File: config.mk
export PLATFORM = sky130hd
export DESIGN_NAME = wide_request_decoder
export DESIGN_NICKNAME = d
export VERILOG_FILES = /design/src/design/reduction_pkg.sv /design/src/design/dca_pkg.sv /design/src/design/wide_request_decoder.sv
export SDC_FILE = /design/constraint.sdc
export NUM_CORES = 1
export LEC_CHECK = 0
export BUFFER_PORTS_ARGS = -buffer_cell sky130_fd_sc_hd__buf_2
export CORE_AREA = 2 2 126 128
export DETAILED_ROUTE_END_ITERATION = 6
export DIE_AREA = 0 0 128 130
export PLACE_DENSITY = 0.55
export SLEW_MARGIN = 20
export SYNTH_ARGS = -nofsm -noshare
export SYNTH_HDL_FRONTEND = slang
export SYNTH_SLANG_ARGS = --single-unit
File: constraint.sdc
create_clock -name vclk -period 1.5
set_input_delay 0 -clock vclk [all_inputs]
set_output_delay 0 -clock vclk [all_outputs]
set_load 0.005 [all_outputs]
File: src/design/reduction_pkg.sv
/*
  Shared definitions for both offload channels
  Reduction operation codes, channel widths, operand types
*/

`default_nettype none

package reduction_pkg;

  ////////////////////
  // Operations
  ////////////////////

  // Reduction operation as delivered by the router
  typedef logic [1:0] red_op_t;

  localparam red_op_t RED_ADD = 2'd0;
  localparam red_op_t RED_MUL = 2'd1;
  localparam red_op_t RED_MAX = 2'd2;
  localparam red_op_t RED_MIN = 2'd3;

  ////////////////////
  // Widths
  ////////////////////

  // Narrow channel carries 32-bit integers
  localparam int unsigned NARROW_W = 32;

  // Wide channel carries 64-bit integers
  localparam int unsigned WIDE_W = 64;

  ////////////////////
  // Data types
  ////////////////////

  // Operand or result on the narrow channel
  typedef logic [NARROW_W-1:0] narrow_data_t;

  // Operand or result on the wide channel
  typedef logic [WIDE_W-1:0] wide_data_t;

endpackage

`default_nettype wire

File: src/design/dca_pkg.sv
/*
  Execution request definitions of the wide channel
  Op codes, mode codes, packed request and response widths
*/

`default_nettype none

package dca_pkg;

  import reduction_pkg::*;

  ////////////////////
  // Op codes
  ////////////////////

  typedef logic [1:0] dca_op_t;

  localparam dca_op_t DCA_ADD    = 2'd0;
  localparam dca_op_t DCA_MUL    = 2'd1;
  localparam dca_op_t DCA_MINMAX = 2'd2;

  // Mode field, picks max or min for MINMAX
  typedef logic dca_rnd_t;

  localparam dca_rnd_t RND_RNE = 1'b0;
  localparam dca_rnd_t RND_RTZ = 1'b1;

  ////////////////////
  // Request layout
  ////////////////////

  // Op, mode, then operand slots 0 to 2 from MSB down
  localparam int unsigned DCA_REQ_W = $bits(dca_op_t) + $bits(dca_rnd_t) + 3 * WIDE_W;

  localparam int unsigned DCA_RESP_W = WIDE_W;

  typedef logic [DCA_REQ_W-1:0] dca_req_t;

endpackage

`default_nettype wire

File: src/design/wide_request_decoder.sv
/*
  Wide request decoder
  Reduction op and two operands to a three-slot execution request
*/

`timescale 1ns/1ps
`default_nettype none

module wide_request_decoder
  import reduction_pkg::*;
  import dca_pkg::*;
(
  input  red_op_t    op_i,
  input  wide_data_t op1_i,
  input  wide_data_t op2_i,
  output dca_op_t    dca_op_o,
  output dca_rnd_t   dca_rnd_o,
  output wide_data_t operand0_o,
  output wide_data_t operand1_o,
  output wide_data_t operand2_o
);

  always_comb begin
    // Defaults, unused slots stay zero
    dca_op_o   = DCA_ADD;
    dca_rnd_o  = RND_RNE;
    operand0_o = '0;
    operand1_o = '0;
    operand2_o = '0;

    unique case (op_i)
      RED_ADD: begin
        // Adder reads slots 1 and 2
        dca_op_o   = DCA_ADD;
        operand1_o = op1_i;
        operand2_o = op2_i;
      end
      RED_MUL: begin
        dca_op_o   = DCA_MUL;
        operand0_o = op1_i;
        operand1_o = op2_i;
      end
      RED_MAX: begin
        dca_op_o   = DCA_MINMAX;
        dca_rnd_o  = RND_RNE;
        operand0_o = op1_i;
        operand1_o = op2_i;
      end
      RED_MIN: begin
        dca_op_o   = DCA_MINMAX;
        dca_rnd_o  = RND_RTZ;
        operand0_o = op1_i;
        operand1_o = op2_i;
      end
      default: ;
    endcase
  end

endmodule

`default_nettype wire

## Word-level counts from Yosys, hierarchy flattened

Cells that the tools add are included.
Widths: inputs -> output; s select.

- Output and inout bits: 195
- Memory bits (writable): 0
- Memories kept: 0
- Bits in registers: 0
- Bits in latches: 0
- ROM bits: 0

- Equal/unequal tests: 3
- Bitwise gates (word level): 0
- Mux-type cells: 5
- $mul: 0
- Divide/modulo/power cells: 0
- $lt $le $gt $ge: 0
- Reduce and logical (&&, ||, !) cells: 3
- Shift operators: 0
- Add/subtract/negate cells: 0

Operators with widths:

| cell | number |
|---|---|
| $mux 64 | 2 |
| $pmux 64 s2 | 1 |
| $pmux 2 s3 | 1 |
| $eq 2x2->1 const B | 2 |
| $reduce_or 3->1 | 1 |
| $eq 2x1->1 const B | 1 |
| $logic_not 2->1 | 1 |
| $reduce_or 2->1 | 1 |
| $mux 1 | 1 |

## Longest topological paths before layout

- Depth after elaboration: 3
- Depth in mapped cells: 4

## Worst setup path after synthesis

Ideal clock, no wire load.

- Kind: input to output
- Start: input op_i[1]
- End: output operand1_o[10]
- Arrival time: 765 ps
- Stages on the path: 4
- Path buffers: 2
- Path slack: 735 ps
- Data required time: 1500 ps
- Cells stage by stage: nor2_2 buf_6 buf_12 mux2_4

- Cells in the longest elaborated chain, start to end: 3
- Elaborated cells on any way between the ends: 6
- Classes of those cells: 3 x eq/ne; 1 x mux; 2 x reduce/logical

Ends and longest elaborated chain:

| element | RTL line | RTL |
|---|---|---|
| start: declaration | wide_request_decoder.sv:13 | `input red_op_t op_i,` |
| $eq 2x2->1 or $eq 2x1->1 (tied branches) | wide_request_decoder.sv:31 | `unique case (op_i)` |
| $reduce_or 3->1 (no line) | n/a |  |
| $pmux 64 s2 (*) | wide_request_decoder.sv:31 |  |
| end: declaration | wide_request_decoder.sv:19 | `output wide_data_t operand1_o,` |

Mark *: on every way between the ends. The rest lies on a longest branch, timed or not.

## Final worst setup path

- Start: input op_i[1]
- End: output operand1_o[36]

The elaborated chain is that of the path after synthesis.

==> impl.org <==
** Drt
- After detailed routing, the number of remaining DRC violations is 0.
- DR vias/cell :: 3.66
- The final route contains 2644 vias.
- For this block, the routed nets add up to 7830 um of wire.
- Count of routing violations after the opening detailed-route iteration :: 66
- Residual antenna-violating net count after detailed routing :: 0
- Average wire per cell in the routed design :: 10.8 um
- First-pass iteration count of the detailed router :: 4

** Yosys
- Cell area after synthesis :: 1970 um^2
- Each instance of the synthesized netlist takes up on average 9.08 um^2.
- Synthesis produced 217 cells.
- Net Count, Synth :: 347
- Number of different library cells in the post-synthesis netlist :: 10
- Sequential share of the synthesized area :: 0%
- Synthesis warning total :: 0

** Global routing
- The number of antenna violations at the first check in global routing came to 0.
- In the global route stage, overall resource usage came out at 7.37%.
- Entering global routing, the biggest net connects 38 pins.
- The via count of the first global-routing pass came to 2184.
- Wire length of the first global-routing pass :: 10300 um
- The total overflow left after global routing is 0.

** Setup path
- Required arrival time at the worst endpoint :: 1.50 ns
- Delay of the slowest cell on the worst path :: 0.31 ns
- Worst Setup Start Kind :: input port
- Counting both buffers and inverters, the worst setup path holds a total of 4.
- Cell chain of the critical path :: buf_2 > nor2_4 > buf_12 > buf_12 > mux2_4 > buf_2
- Kind of end point of the critical path :: output port
- Kind of cell adding the most delay to the critical path :: buffers and inverters
- The slowest stage of the critical path belongs to the cell sky130_fd_sc_hd__mux2_4.
- Critical-path maximum fanout :: 33
- The critical path starts at op_i[1].
- The setup path with the least slack is of type in2out.
- Arr. time, crit path :: 1.15 ns

** Final layout
- Summing all multi-input logic gate instances after layout gives 1770 um^2.
- Most frequent standard cell in the layout excluding fill and tap cells :: sky130_fd_sc_hd__buf_2
- Cells with a size suffix above 1 make up 75.5% of the layout.
- Sequential cells placed in the final layout were counted as 0.
- In the final layout, flip-flops and latches occupy 0 um^2.
- Highest-count cells in the layout ignoring fill and taps :: sky130_fd_sc_hd__buf_2 (325), sky130_fd_sc_hd__nor2b_1 (65), sky130_fd_sc_hd__and2_1 (65)
- The layout has 0 clock buffers.
- Antenna diode instance count :: 0
- The final layout contains 662 nets.
- Area grow syn2layout :: 92.8%
- Fill cells :: 1717

** Floorplan
- Ports placed on the boundary :: 325
- Die footprint :: 16600 um^2
- The initialized floorplan defines 46 standard-cell rows.
- Die height :: 130 um
- Standard cell core area :: 15400 um^2
- Die Span X :: 128 um
- Starting density of the core :: 12.8%

** STA
- The worst path needs 1.15 ns of the cycle, external delays included.
- Number of pins exceeding their max-slew limit in the final report :: 0
- Worst slew slack as a fraction of its limit :: 84.1%
- The number of hold violations in the final report was 0.
- Least-Margin Pin Slew :: 0.238 ns
- Period utilisation layout :: 76.9%
- Static timing analysis puts the maximum clock frequency at 867 MHz.
- Setup repair after global routing missed its margin :: no
- Hold timing on the final database bottoms out at a slack of 0.241 ns.
- Setup violations, final :: 0
- For the final routed database, the setup TNS stands at 0 ns.

** Power
- Total leakage power :: 2.27 nW
- VDD sags by at most 0.000108 V.
- Cell area power density :: 277 nW/um^2
- Total power :: 1.05 mW

** Flow run
- Across the run, the number of max-cap violations was 0.

** Clock tree
- In this run, post-CTS repair resized a total of 0 instances.
- In this run the post-CTS setup repair buffer count came out at 0.
- Count of hold-fix buffers inserted at cts :: 0

** Outcome
- The run finished with clean final reports.

** Worst hold path
- Start point of the worst hold path :: op_i[1]
- The path class of the tightest hold or removal check is in2out.

** Placement
- Once detailed placement completed, the half-perimeter wirelength came to 7050 um.
- Buffers placed on the I/O ports in this run total 325.
- Routability-driven placement finished with a final weighted congestion of 0.736.
==> metrics by stage <==
stage	utilization, %	worst slack, ns	cell area (um^2)	instances
after global routing	24.6	0.285	3800	722
after global placement	24.6	0.341	3800	722
after detailed placement	24.6	0.337	3800	722
after floorplan	-	0.735	1970	217
after CTS	24.6	0.337	3800	722
final	24.6	0.347	3800	722
==> routing by layer <==
| metal | track usage [%] | up-vias | part of all wire, % |
|---|---|---|---|
| li1 | - | 1327 | - |
| met3 | 1.03 | 4 | 8.3 |
| met2 | 14.6 | 167 | 52 |
| met5 | 0 | - | 0 |
| met4 | 0.259 | 0 | 0.37 |
| met1 | 8.86 | 1146 | 40 |
==> cell usage after synthesis (all sizes together) <==
library cell | n | share of area [%]
nor2b | 65 | 21
mux2 | 64 | 48
clkbuf | 7 | 1.7
buf | 15 | 8.7
nor2 | 1 | 0.32
and2 | 65 | 21
==> logic make-up (layout without fill, tap and decap cells) <==
group / Yosys count / in the layout / synth area share (%)
buffers and inverters: 22 / 335 / 10.4
AND/OR/NAND/NOR: 131 / 131 / 41.6
multiplexers: 64 / 64 / 48.0
==> layout make-up <==
type               count  share of cell area [%]
multi-input cells    195                    46.6
repair buffers       335                    47.1
well taps            192                    6.32
==> report_power, final <==
part	internal (mW)	leakage (nW)	switching (mW)	total (mW)
registers	0	0	0	0
clock network	0	0	0	0
logic	0.641	2.27	0.411	1.05
total	0.641	2.27	0.411	1.05
==> final timing paths <==
path	endpoint	slack, ns	depth (start not counted)
setup / recovery	operand1_o[36]	0.35	6
hold / removal	dca_op_o[1]	0.24	2
No activity file was read; power rests on OpenSTA's default activity.
