==> src/design/spill_register.sv <==
/*
  Two-entry elastic buffer
  Registered valid and ready on both sides
*/

`timescale 1ns/1ps
`default_nettype none

module spill_register #(
  parameter int unsigned DATA_W = 32
) (
  input  logic              clk_i,
  input  logic              rst_n_i,
  input  logic              valid_i,
  output logic              ready_o,
  input  logic [DATA_W-1:0] data_i,
  output logic              valid_o,
  input  logic              ready_i,
  output logic [DATA_W-1:0] data_o
);

  typedef enum logic [1:0] {
    FILL_EMPTY,
    FILL_ONE,
    FILL_FULL
  } fill_e;

  fill_e             state_q, state_d;
  logic [DATA_W-1:0] primary_q;
  logic [DATA_W-1:0] spill_q;
  logic              push;
  logic              pop;

  // Both handshake signals come straight from the fill state
  assign ready_o = (state_q != FILL_FULL);
  assign valid_o = (state_q != FILL_EMPTY);
  assign data_o  = primary_q;

  assign push = valid_i && ready_o;
  assign pop  = valid_o && ready_i;

  always_comb begin
    state_d = state_q;
    unique case (state_q)
      FILL_EMPTY: begin
        if (push) state_d = FILL_ONE;
      end
      FILL_ONE: begin
        if (push && !pop) state_d = FILL_FULL;
        else if (pop && !push) state_d = FILL_EMPTY;
      end
      FILL_FULL: begin
        if (pop) state_d = FILL_ONE;
      end
      default: state_d = FILL_EMPTY;
    endcase
  end

  always_ff @(posedge clk_i or negedge rst_n_i) begin
    if (!rst_n_i) begin
      state_q <= FILL_EMPTY;
    end else begin
      state_q <= state_d;
    end
  end

  // Primary is the head; spill only catches a push while the head stalls
  always_ff @(posedge clk_i) begin
    if (pop && (state_q == FILL_FULL)) begin
      primary_q <= spill_q;
    end else if (push && ((state_q == FILL_EMPTY) || pop)) begin
      primary_q <= data_i;
    end
    if (push && !pop && (state_q == FILL_ONE)) begin
      spill_q <= data_i;
    end
  end

endmodule

`default_nettype wire

==> config.mk <==
export PLATFORM = sky130hd
export DESIGN_NAME = spill_register
export DESIGN_NICKNAME = d
export VERILOG_FILES = /design/src/design/spill_register.sv
export SDC_FILE = /design/constraint.sdc
export NUM_CORES = 1
export LEC_CHECK = 0
export BUFFER_PORTS_ARGS = -buffer_cell sky130_fd_sc_hd__buf_2
export CAP_MARGIN = 20
export CORE_MARGIN = 4
export CORE_UTILIZATION = 55
export CTS_CLUSTER_SIZE = 14
export DETAILED_ROUTE_END_ITERATION = 6
export PLACE_DENSITY = 0.83
export RECOVER_POWER = 25
export SKIP_CTS_REPAIR_TIMING = 1
export SYNTH_ARGS = -nofsm -noshare
export SYNTH_HDL_FRONTEND = slang
export SYNTH_SLANG_ARGS = --single-unit
==> constraint.sdc <==
create_clock -name clk_i -period 7.1 [get_ports clk_i]
set_input_delay 0.355 -clock clk_i [delete_from_list [all_inputs] [get_ports clk_i]]
set_output_delay 0.355 -clock clk_i [all_outputs]
set_load 0.005 [all_outputs]
# Yosys cells after proc, flatten, opt, wreduce, memory -nomap -nowiden
# Cells that the tools add are included.
[classes]
n_bitwise = 0
mux = 7
shifts = 0
eq_ne = 6
n_addsub = 0
mul = 0
n_reduce_logical = 14
div_mod_pow = 0
magnitude_cmp = 0
[op_table]
columns = ["cell", "n"]
rows = [
  ["2-to-1 mux 32 bit", 2],
  ["2-to-1 mux 2 bit", 4],
  ["logical AND 1 bit", 7],
  ["inequality test 2 bit, second input constant", 3],
  ["one-hot mux 2 bit (3 select lines)", 1],
  ["nonzero test 2 bit", 2],
  ["inequality test 3 bit, second input constant", 1],
  ["AND reduction 3 bit", 1],
  ["== test 2 x 1 -> 1 bit, second input constant", 1],
  ["== test 2 bit, second input constant", 1],
  ["zero test 1 bit", 2],
  ["zero test 2 bit", 1],
  ["logical OR 1 bit", 1],
]
[totals]
reg_bits = 66
wordCells = 30
n_memories = 0
latch_bits = 0
input_bits = 36
rom_bits = 0
out_inout_bits = 34
mem_bits_rw = 0

# Logic depth before layout (Yosys ltp)
[logic_depth]
depth_word = 7
depth_mapped = 6
ltp_nobuf = 5

# Worst setup path before layout
# OpenSTA, ideal clock, no wires.
[synth_timing]
path_kind = "register to register"
startpoint = "reg state_q[1]"
endpoint = "reg primary_q[0] (netlist: data_o[0]), enable pin"
t_required_ps = 6634
t_arrival_ps = 2893
setup_slack_ps = 3741
n_path_buf = 1
setup_time_ps = 466
period_less_slack_ps = 3359
stages_incl_launch_ff = 4
path_cell_list = "dfrtp_1 > buf_4 > mux2i_1 > o21ai_0"
[synth_via]
elab_chain_len = 5
elab_cells_between_ends = 10
classes_between = "eq/ne (2); reduce/logical (8)"
[synth_rtl]
columns = ["item", "line_no", "source"]
rows = [
  ["start, declared", "28", "fill_e state_q, state_d;"],
  ["start signal, assigned", "63", "state_q <= state_d;"],
  ["nonzero test 2 bit", "36", "assign valid_o = (state_q != FILL_EMPTY);"],
  ["logical AND 1 bit", "40", "assign pop = valid_o && ready_i;"],
  ["logical OR 1 bit", "71", "end else if (push && ((state_q == FILL_EMPTY) || pop)) begin"],
  ["logical AND 1 bit", "71", ""],
  ["nonzero test 2 bit (no source line) *", "-", ""],
  ["end signal, assigned", "70", "primary_q <= spill_q;"],
  ["end signal, assigned", "72", "primary_q <= data_i;"],
  ["end, declared", "29", "logic [DATA_W-1:0] primary_q;"],
]
# Mark *: on every way between the ends. The rest lies on a longest branch, timed or not.
# A chain may end at the register's enable or synchronous reset.

# Worst setup path in the final report
[layout_timing]
startpoint = "reg state_q[1]"
endpoint = "reg spill_q[30], enable pin"
[layout_via]
elab_chain_len = 5
elab_cells_between_ends = 8
classes_between = "eq/ne (2); reduce/logical (6)"
[layout_rtl]
columns = ["item", "line_no", "source"]
rows = [
  ["nonzero test 2 bit", "36", ""],
  ["logical AND 1 bit", "40", ""],
  ["zero test 1 bit", "74", "if (push && !pop && (state_q == FILL_ONE)) begin"],
  ["logical AND 1 bit", "74", ""],
  ["logical AND 1 bit *", "74", ""],
  ["end signal, assigned", "75", "spill_q <= data_i;"],
  ["end, declared", "30", "logic [DATA_W-1:0] spill_q;"],
]
# Marks and branches as above.

==> impl_metrics.csv <==
group,metric,value,unit
routing,routedWlPerCell,17.2,um
logic_synthesis,synth_top_cell_area_share,74.3,%
setup_path,cp.required,7080,ps
logic_synthesis,synth_edf_count,64,
routing,num_vias,1290,
power_and_ir_drop,irDropWorstVdd,0.000273,V
setup_path,critPathCaptureType,"flip-flop",
timing,fin_skew,6.56,ps
setup_path,crit_type,"flip-flop to flip-flop",
grt,grt_pass1_wl,6850,um
final_layout,areaGrowthSynthToFinish,20.7,%
clocking,clock_latency,330,ps
clocking,cts.sinks,66,
logic_synthesis,muxShareOfSynthArea,18.9,%
logic_synthesis,synth-seq-area-share,76.2,%
logic_synthesis,synth_compound_area_share,0.725,%
logic_synthesis,yosysWarningCount,0,
logic_synthesis,synthTopCellsByArea,"edfxtp_1 74%, mux2_4 17%, dfrtp_1 1.9%",
logic_synthesis,synth_xor_area_share,0,%
timing,slew_violations,0,
grt,grt-ovfl-total,0,
floorplanning,initial_core_util,58.2,%
timing,rsz0062_at_grt,"false",
setup_path,startpoint_type,"flip-flop",
logic_synthesis,synth_async_sr_flop_share,3.03,%
timing,hold_violations,0,
setup_path,rr_worst_depth,6,
grt,grt_usage,15.7,%
routing,dr.first_iter.drc_count,100,
final_layout,layout-drive-gt1-share,42.2,%
power_and_ir_drop,leakage,1.26,nW
outcome,status,"completed",
floorplanning,dieArea,5870,um2
routing,first_pass_iters,5,
routing,routed_wl,4310,um
logic_synthesis,synth.avg_cell_area,22.3,um2
clocking,cts.clk_slew.worst_paths,60,ps
clocking,cts_buffer_depth,2,
clocking,htree_levels,3,
placed_design,placed_cells,234,
clocking,clockRootBuffer,"clkbuf_8",
timing,worst_pin_slew,971,ps
logic_synthesis,synthesis.area,2590,um2
setup_path,cp_max_fo,32,
final_layout,nets,231,
placed_design,dp_hpwl,3000,um
clocking,cts_buffers,9,
logic_synthesis,synth_top_area_cell,"edfxtp_1",
logic_synthesis,syn-num-nets,153,
floorplanning,core-area,4440,um2
setup_path,cp_data_arrival_time,1930,ps
routing,postRouteAntennaNets,0,
grt,grt_max_degree,34,
logic_synthesis,yosysMostFrequentCell,"edfxtp_1",
placed_design,io_buffers,69,
floorplanning,die_height,76.6,um
logic_synthesis,postSynthCellCount,116,
logic_synthesis,yosys.area_share.simple,2.08,%
logic_synthesis,synth_top_family_by_area,"multiplexers",
timing,period_share,27.5,%
placed_design,place_congestion,0.716,
logic_synthesis,synth_fa_ha_area_share,0.484,%
floorplanning,num_rows,24,
flow_run,max_cap_violations,0,
floorplanning,ios,70,
logic_synthesis,synth-seq-cells,66,
logic_synthesis,synth_ff_type,"edfxtp_1",
final_layout,stdcell_count,251,
final_layout,n_antenna_cell,0,
logic_synthesis,synth_common_cells,"64 x edfxtp_1, 29 x mux2_4, 3 x buf_6, 3 x mux2_2, 3 x nand2_1",
grt,antenna_found_initial,0,
routing,drc_errors,0,
grt,grt_pass1_vias,1362,
clocking,cts_tree,"done",
timing,setup_tns,0,ps
timing,min_period,1950,ps
logic_synthesis,synth_cell_types,16,
worst_hold_path,hold_path_depth,1,
worst_hold_path,hp-class,"input pin to flip-flop",
timing,slew_headroom,35.0,%
routing,drt-vias-per-instance,5.14,
power_and_ir_drop,power_density,333,nW/um2
floorplanning,die_w,76.6,um
timing,fmax,512,MHz
timing,setup_viol,0,
flip-flops by register name, summed over array words and instances (netlist names):
signal,cells
spill_q,32
state_q,2
data_o,32
logic make-up after synthesis:
family,count (synthesis)
AND/OR/NAND/NOR,8
adder cells (fa/ha/maj),1
flip-flops,66
buffers and inverters,4
multiplexers,34
AO/OA/AOI/OAI,3
cell type report:
| class | instances | area (um2) |
|---|---|---|
| flip-flops and latches | 66 | 1970 |
| fillers | 320 | 1320 |
| clock buffers | 11 | 131 |
| multi-input cells | 46 | 588 |
| clock inverters | 5 | 45.0 |
| well taps | 52 | 65.1 |
| repair buffers | 71 | 323 |
critical path, cell delays in order, from the launching register on:
cell,delay [ps]
dfrtp_1,480
or2_2,340
nand2_1,70
ha_1,150
nand2_1,80
nor2_2,90
buf_4,380
report_power, final:
| part | leakage [nW] | internal [mW] | total [mW] | switching (mW) |
|---|---|---|---|---|
| combinational | 0.540 | 0.0861 | 0.185 | 0.0987 |
| clock | 0.0875 | 0.158 | 0.286 | 0.128 |
| sequential | 0.631 | 0.539 | 0.569 | 0.0303 |
layer usage:
layer  vias up  wire, um  GRT usage (%)
li1        615         -              -
met1       628      1840           18.6
met2        41      2200           25.0
met3         6       214           5.56
met4         0        63           8.70
met5         -         0              0
layout by cell type (no fill, tap or decap), drive strengths merged, types with 2 or more instances in the layout:
cell type | synthesis | routed
clkbuf | 0 | 43
mux2 | 32 | 32
mux2i | 2 | 2
edfxtp | 64 | 64
buf | 4 | 38
dfrtp | 2 | 2
clkinv | 0 | 4
nand2 | 3 | 3
o21ai | 2 | 2
metrics by stage:
stage	power (mW)	hold slack (ps)	worst slack, ps	utilization (%)	cell area, um2
6_report	1.04	216	5150	70.3	3120
5_1_grt	1.09	189	5060	70.3	3120
4_1_cts	1.05	-210	5150	71.0	3150
3_5_place_dp	0.769	145	5160	67.0	2980
3_3_place_gp	0.756	140	5240	67.0	2980
2_1_floorplan	0.687	59.4	3740	-	2590
path summary, 6_finish.rpt:
check	end	slack (ps)	start
hold reg to reg	data_o[31]	550	spill_q[31]
setup / recovery	spill_q[30]	5150	state_q[1]
min in group asynchronous	state_q[1]	350	rst_n_i
hold / removal	spill_q[5]	220	data_i[5]
max in group asynchronous	state_q[0]	6630	rst_n_i
setup reg to reg	spill_q[30]	5150	state_q[1]
No activity file was read; power rests on OpenSTA's default activity.
