==> src/design/reduction_pkg.sv <==
/*
  Shared definitions for both offload channels
  Reduction operation codes, channel widths, operand types
*/

`default_nettype none

package reduction_pkg;

  ////////////////////
  // Operations
  ////////////////////

  // Reduction operation as delivered by the router
  typedef logic [1:0] red_op_t;

  localparam red_op_t RED_ADD = 2'd0;
  localparam red_op_t RED_MUL = 2'd1;
  localparam red_op_t RED_MAX = 2'd2;
  localparam red_op_t RED_MIN = 2'd3;

  ////////////////////
  // Widths
  ////////////////////

  // Narrow channel carries 32-bit integers
  localparam int unsigned NARROW_W = 32;

  // Wide channel carries 64-bit integers
  localparam int unsigned WIDE_W = 64;

  ////////////////////
  // Data types
  ////////////////////

  // Operand or result on the narrow channel
  typedef logic [NARROW_W-1:0] narrow_data_t;

  // Operand or result on the wide channel
  typedef logic [WIDE_W-1:0] wide_data_t;

endpackage

`default_nettype wire

==> src/design/narrow_reduction_alu.sv <==
/*
  Narrow reduction ALU
  Signed 32-bit add, multiply, max, min with a registered result
*/

`timescale 1ns/1ps
`default_nettype none

module narrow_reduction_alu
  import reduction_pkg::*;
(
  input  logic         clk_i,
  input  logic         rst_n_i,
  input  logic         req_valid_i,
  output logic         req_ready_o,
  input  red_op_t      req_op_i,
  input  narrow_data_t op1_i,
  input  narrow_data_t op2_i,
  output logic         resp_valid_o,
  input  logic         resp_ready_i,
  output narrow_data_t resp_data_o
);

  logic         resp_valid_q;
  narrow_data_t resp_data_q;
  narrow_data_t result_d;
  logic         op1_greater;
  logic         accept;

  // One item in flight, a new one enters as the old one leaves
  assign req_ready_o = !resp_valid_q || resp_ready_i;
  assign accept      = req_valid_i && req_ready_o;

  assign op1_greater = $signed(op1_i) > $signed(op2_i);

  always_comb begin
    unique case (req_op_i)
      RED_ADD: result_d = op1_i + op2_i;
      RED_MUL: result_d = op1_i * op2_i;
      RED_MAX: result_d = op1_greater ? op1_i : op2_i;
      RED_MIN: result_d = op1_greater ? op2_i : op1_i;
      default: result_d = '0;
    endcase
  end

  always_ff @(posedge clk_i or negedge rst_n_i) begin
    if (!rst_n_i) begin
      resp_valid_q <= 1'b0;
    end else if (accept) begin
      resp_valid_q <= 1'b1;
    end else if (resp_ready_i) begin
      resp_valid_q <= 1'b0;
    end
  end

  // Result holds until taken
  always_ff @(posedge clk_i) begin
    if (accept) begin
      resp_data_q <= result_d;
    end
  end

  assign resp_valid_o = resp_valid_q;
  assign resp_data_o  = resp_data_q;

endmodule

`default_nettype wire

==> config.mk <==
export PLATFORM = sky130hd
export DESIGN_NAME = narrow_reduction_alu
export DESIGN_NICKNAME = d
export VERILOG_FILES = /design/src/design/reduction_pkg.sv /design/src/design/narrow_reduction_alu.sv
export SDC_FILE = /design/constraint.sdc
export NUM_CORES = 1
export LEC_CHECK = 0
export BUFFER_PORTS_ARGS = -buffer_cell sky130_fd_sc_hd__buf_2
export CAP_MARGIN = 5
export CORE_ASPECT_RATIO = 1.5
export CORE_UTILIZATION = 62
export DETAILED_ROUTE_END_ITERATION = 10
export GPL_ROUTABILITY_DRIVEN = 0
export PLACE_DENSITY_LB_ADDON = 0.08
export SYNTH_ARGS = -nofsm -noshare
export SYNTH_HDL_FRONTEND = slang
export SYNTH_SLANG_ARGS = --single-unit
==> constraint.sdc <==
create_clock -name clk_i -period 4 [get_ports clk_i]
set_input_delay 0.4 -clock clk_i [delete_from_list [all_inputs] [get_ports clk_i]]
set_output_delay 0.4 -clock clk_i [all_outputs]
set_load 0.01 [all_outputs]
# --- After elaboration in Yosys (flattened, before gate mapping) ---
# Index checks and enable logic that the tools add are counted.
classes:
  n_reduce_logical: 5
  muxes: 5
  mul: 1
  add_sub_neg: 1
  shifts: 0
  n_bitwise: 0
  n_lt_le_gt_ge: 1
  n_eq_ne: 3
  n_div: 0
op_table:
  columns: ["cell", "count"]
  rows:
  - ["32-bit case mux with 4 select lines", 1]
  - ["32-bit two-way mux", 2]
  - ["32-bit adder", 1]
  - ["32-bit greater-than comparator", 1]
  - ["32-bit by 32-bit multiplier with 32-bit output", 1]
  - ["2-bit == test (second input constant)", 2]
  - ["2-bit by 1-bit == test with 1-bit output (second input constant)", 1]
  - ["2-bit logical NOT", 1]
  - ["1-bit two-way mux", 2]
  - ["2-bit nonzero test", 1]
  - ["1-bit logical AND", 1]
  - ["1-bit logical NOT", 1]
  - ["1-bit logical OR", 1]
word_totals:
  input_bits: 70
  memories: 0
  register_bits: 33
  elab_cells: 18
  latch_bits: 0
  out_inout_bits: 34
  mem_bits_ro: 0
  ramBits: 0

# --- Longest topological paths before layout ---
logic_depth:
  depth_word: 4
  mapped_depth: 28
  depth_no_buf: 26

# --- Least setup slack after synthesis ---
# Ideal clock, no wire load.
synth_timing:
  path_type: "in2reg"
  start: "input op1_i[12]"
  end: "register resp_data_q[31], in the netlist resp_data_o[31] (data pin)"
  setup_time_ps: 276
  slack_ps: -3168
  arrival_ps: 6892
  t_required_ps: 3724
  path_buffers: 2
  path_stages: 26
  path_cell_list: "clkbuf_1 > clkbuf_1 > and2_1 > fa_1 > fa_1 > fa_1 > inv_1 > fa_1 > inv_1 > fa_1 > inv_1 > fa_1 > inv_1 > fa_1 > fa_1 > ha_1 > and3_1 > and2_1 > a221o_1 > a32oi_1 > o21ai_0 > o22ai_1 > o21ai_0 > xnor2_1 > nor3_1 > a211oi_1"
synth_via:
  elab_chain_cells: 3
  word_cells_on_any_way: 6
  cone_classes: "add/sub (1); mul (1); order compare (1); mux (3)"
synth_lines:
  columns: ["item", "line_no", "source"]
  rows:
  - ["start: declaration", "narrow_reduction_alu.sv:17", "input narrow_data_t op1_i,"]
  - ["parallel branches: the longest is 2 deep, another holds 32-bit by 32-bit multiplier with 32-bit output", null, null]
  - ["32-bit case mux with 4 select lines (*)", "narrow_reduction_alu.sv:37", "unique case (req_op_i)"]
  - ["net result_d[31]", "narrow_reduction_alu.sv:26", "narrow_data_t result_d;"]
  - ["end signal: assignment", "narrow_reduction_alu.sv:59", "resp_data_q <= result_d;"]
  - ["end: declaration", "narrow_reduction_alu.sv:25", "narrow_data_t resp_data_q;"]
# Mark *: on every way through the listed nets, which the timed path passes.
# A chain may end at the register's enable or synchronous reset.

# --- Final worst setup path ---
layout_timing:
  start: "input op1_i[1]"
  end: "register resp_data_q[24], in the netlist resp_data_o[24] (data pin)"
# The elaborated chain is that of the path after synthesis.

==> results_dict.tcl <==
set metrics [dict create \
    r2r_cells 3 \
    grt_pass1_wl_mm 110 \
    area_growth_pct 25.5 \
    slew_headroom 0.400 \
    worst_slack_ns -3.26 \
    hold_slack_ns 0.346 \
    cts_sinks 33 \
    portBuffers 103 \
    rsz0062_at_grt "true" \
    firstDrtPassIters 6 \
    ys_ff_latch 33 \
    routed_wl_mm 76.7 \
    h-tree-depth 2 \
    synth_common_cells "441 x inv_1, 409 x fa_1, 260 x and2_1" \
    grt_max_degree 33 \
    synth_nets 2896 \
    vias 18400 \
    core_area_sq_um 31200 \
    worstSetupPathType "input pin to register" \
    cp_max_fo 5 \
    min_period_over_period 1.81 \
    arrival_ns 7.28 \
    grt_overflow 0 \
    status "finished, violations left" \
    final_cell_area_sq_um 24900 \
    tightest_slew_ns 0.899 \
    synthArstFlopShare 0.0303 \
    synth_most_common_cell "inv_1" \
    synth_area_leaders "fa_1 41%, ha_1 12%, inv_1 8.3%" \
    antenna_left 0 \
    hold_path.class "input pin to register" \
    fmax_mhz 138 \
    grt_antenna_before_repair 7 \
    yosys_warnings 0 \
    cts_tree "done" \
    r2r_start "resp_valid_o" \
    hold_viol 0 \
    initial_core_util 0.635 \
    setup_tns_ns -66.72 \
    crit_path_top_delay_cell "nor2_1" \
    violations "setup timing" \
    dpl_cell_area_sq_um 23100 \
    cap_violations 0 \
    layout-drive-gt1-share 0.253 \
    critical_path_buf_inv_count 7 \
    holdPathStages 2 \
    clock_latency_ns 0.29 \
    clk_pin_slew_ns 0.07 \
    synthCells 2231 \
    wl_met1_mm 23.4 \
    yosysTopAreaCell "fa_1" \
    ios 104 \
    holdCritStartpoint "req_valid_i" \
    ys.flop_type "edfxtp_1" \
    r2r-end "resp_data_o[13]" \
    cts_buffer_depth 2 \
    finalClockSkew_ns 0.00379 \
    dp_hpwl_mm 59.3 \
    wl_per_cell_um 25.6 \
    highest_layer "met5" \
    end_kind "register" \
    synth_edf_count 32 \
    r2r_slack_ns 2.46 \
    dieArea_sq_um 32700 \
    worstSetupStartpointType "input pin" \
    dieWidth_um 148 \
    cts_buffers 5 \
    syn_area_sq_um 19800 \
    synth-seq-area-share 0.0497 \
    crit_family "adder cells" \
    die_h_um 221 \
    cts_root_buf "clkbuf_16" \
    met2_length_mm 35.3 \
    grt_use_total 0.462 \
    synth.avg_cell_area_sq_um 8.90 \
    period_needed_ns 7.26 \
    slew_viol_final 0 \
    cpMostUsedCell "fa_1" \
    post_drt_via_cell_ratio 6.15 \
    nets 3249 \
    wl_met3_mm 7.94 \
    row_count 79 \
    setup_violations 26 \
    worst_ep_required_time_ns 4.02 \
    grt_pass1_vias 19900 \
    synthDistinctLibCells 68 \
    min_to "resp_valid_o" \
    slowest_delay_ns 0.54 \
    drt_iter0_markers 1636 \
    drc 0 \
    synth_top_area_share 0.413 \
]
## through the flow
step,util,setup slack (ns),instances
3_3_place_gp,0.740,-3.50,2950
5_1_grt,0.797,-3.37,2993
4_1_cts,0.777,-2.95,2977
6_report,0.798,-3.26,2997
2_1_floorplan,-,-2.95,2231
3_5_place_dp,0.740,-3.57,2950
## placed cells by master, fill, tap and decap left out, types with 15 or more instances in the layout
cell / count
inv_2: 16
buf_12: 20
buf_4: 307
and2_4: 24
a21oi_1: 61
and2_1: 236
buf_2: 83
ha_4: 36
o21ai_0: 20
nor2_1: 98
ha_1: 145
fa_2: 23
buf_6: 36
edfxtp_1: 32
xnor2_1: 79
inv_1: 424
a211oi_1: 15
a21o_1: 20
mux2i_1: 33
nand2_1: 233
fa_1: 386
## worst max-delay path by stage
stage	startpoint	to	slack [ns]	depth (start not counted)
after floorplan	op2_i[2]	resp_data_o[31]	-2.95	24
after global placement	op1_i[9]	resp_data_o[31]	-3.50	26
after detailed placement	op2_i[2]	resp_data_o[31]	-3.57	24
after CTS	op2_i[6]	resp_data_o[27]	-2.95	25
after global routing	op2_i[10]	resp_data_o[24]	-3.37	27
final	op1_i[1]	resp_data_o[24]	-3.26	27
## worst reg2reg max path, delay by kind of cell (launching register included)
family	cells	cell delay, ns
buffers and inverters	1	0.44
flip-flops	1	0.40
AND/OR/NAND/NOR	2	0.30
## flip-flops by register name, indices dropped and copies added, names as in the netlist
| register | count |
|---|---|
| resp_data_o | 32 |
| resp_valid_o | 1 |
## cells by family (layout without fill, tap and decap cells)
logic type	Yosys count	count (layout)	share of synthesized area
fa+ha+maj	595	595	0.530
mux	33	33	0.0166
simple gates	676	676	0.170
other cells	0	7	0
compound gates	234	234	0.0813
buf+inv	552	906	0.105
xor+xnor	108	108	0.0480
flops	33	33	0.0497
## routing by layer
metal  GRT usage  up-vias
met5           0        -
met4       0.453        2
met3       0.106      578
met2       0.754     1309
met1       0.479     9006
li1            -     7527
## what timing repair did
item	4_1_cts	5_1_grt
setup endpoints to repair	28	27
buffers inserted	20	21
pin swaps	89	110
gates resized for setup	181	113
endpoints found under the hold margin	1	0
hold buffers	1	0
gates cloned	1	0
## layout make-up
| cell class | count | area (sq um) |
|---|---|---|
| multi-input cells | 1646 | 17900 |
| fillers | 2008 | 6320 |
| repair buffers | 456 | 3650 |
| inverters | 442 | 1660 |
| flip-flops and latches | 33 | 986 |
| well taps | 405 | 507 |
| clock buffers | 5 | 125 |
| clock inverters | 3 | 46.3 |
| diodes | 7 | 17.5 |
Power is left out: the tool's default activity adds up to more than one toggle a clock period on the data nets, which glitch-free logic cannot reach.
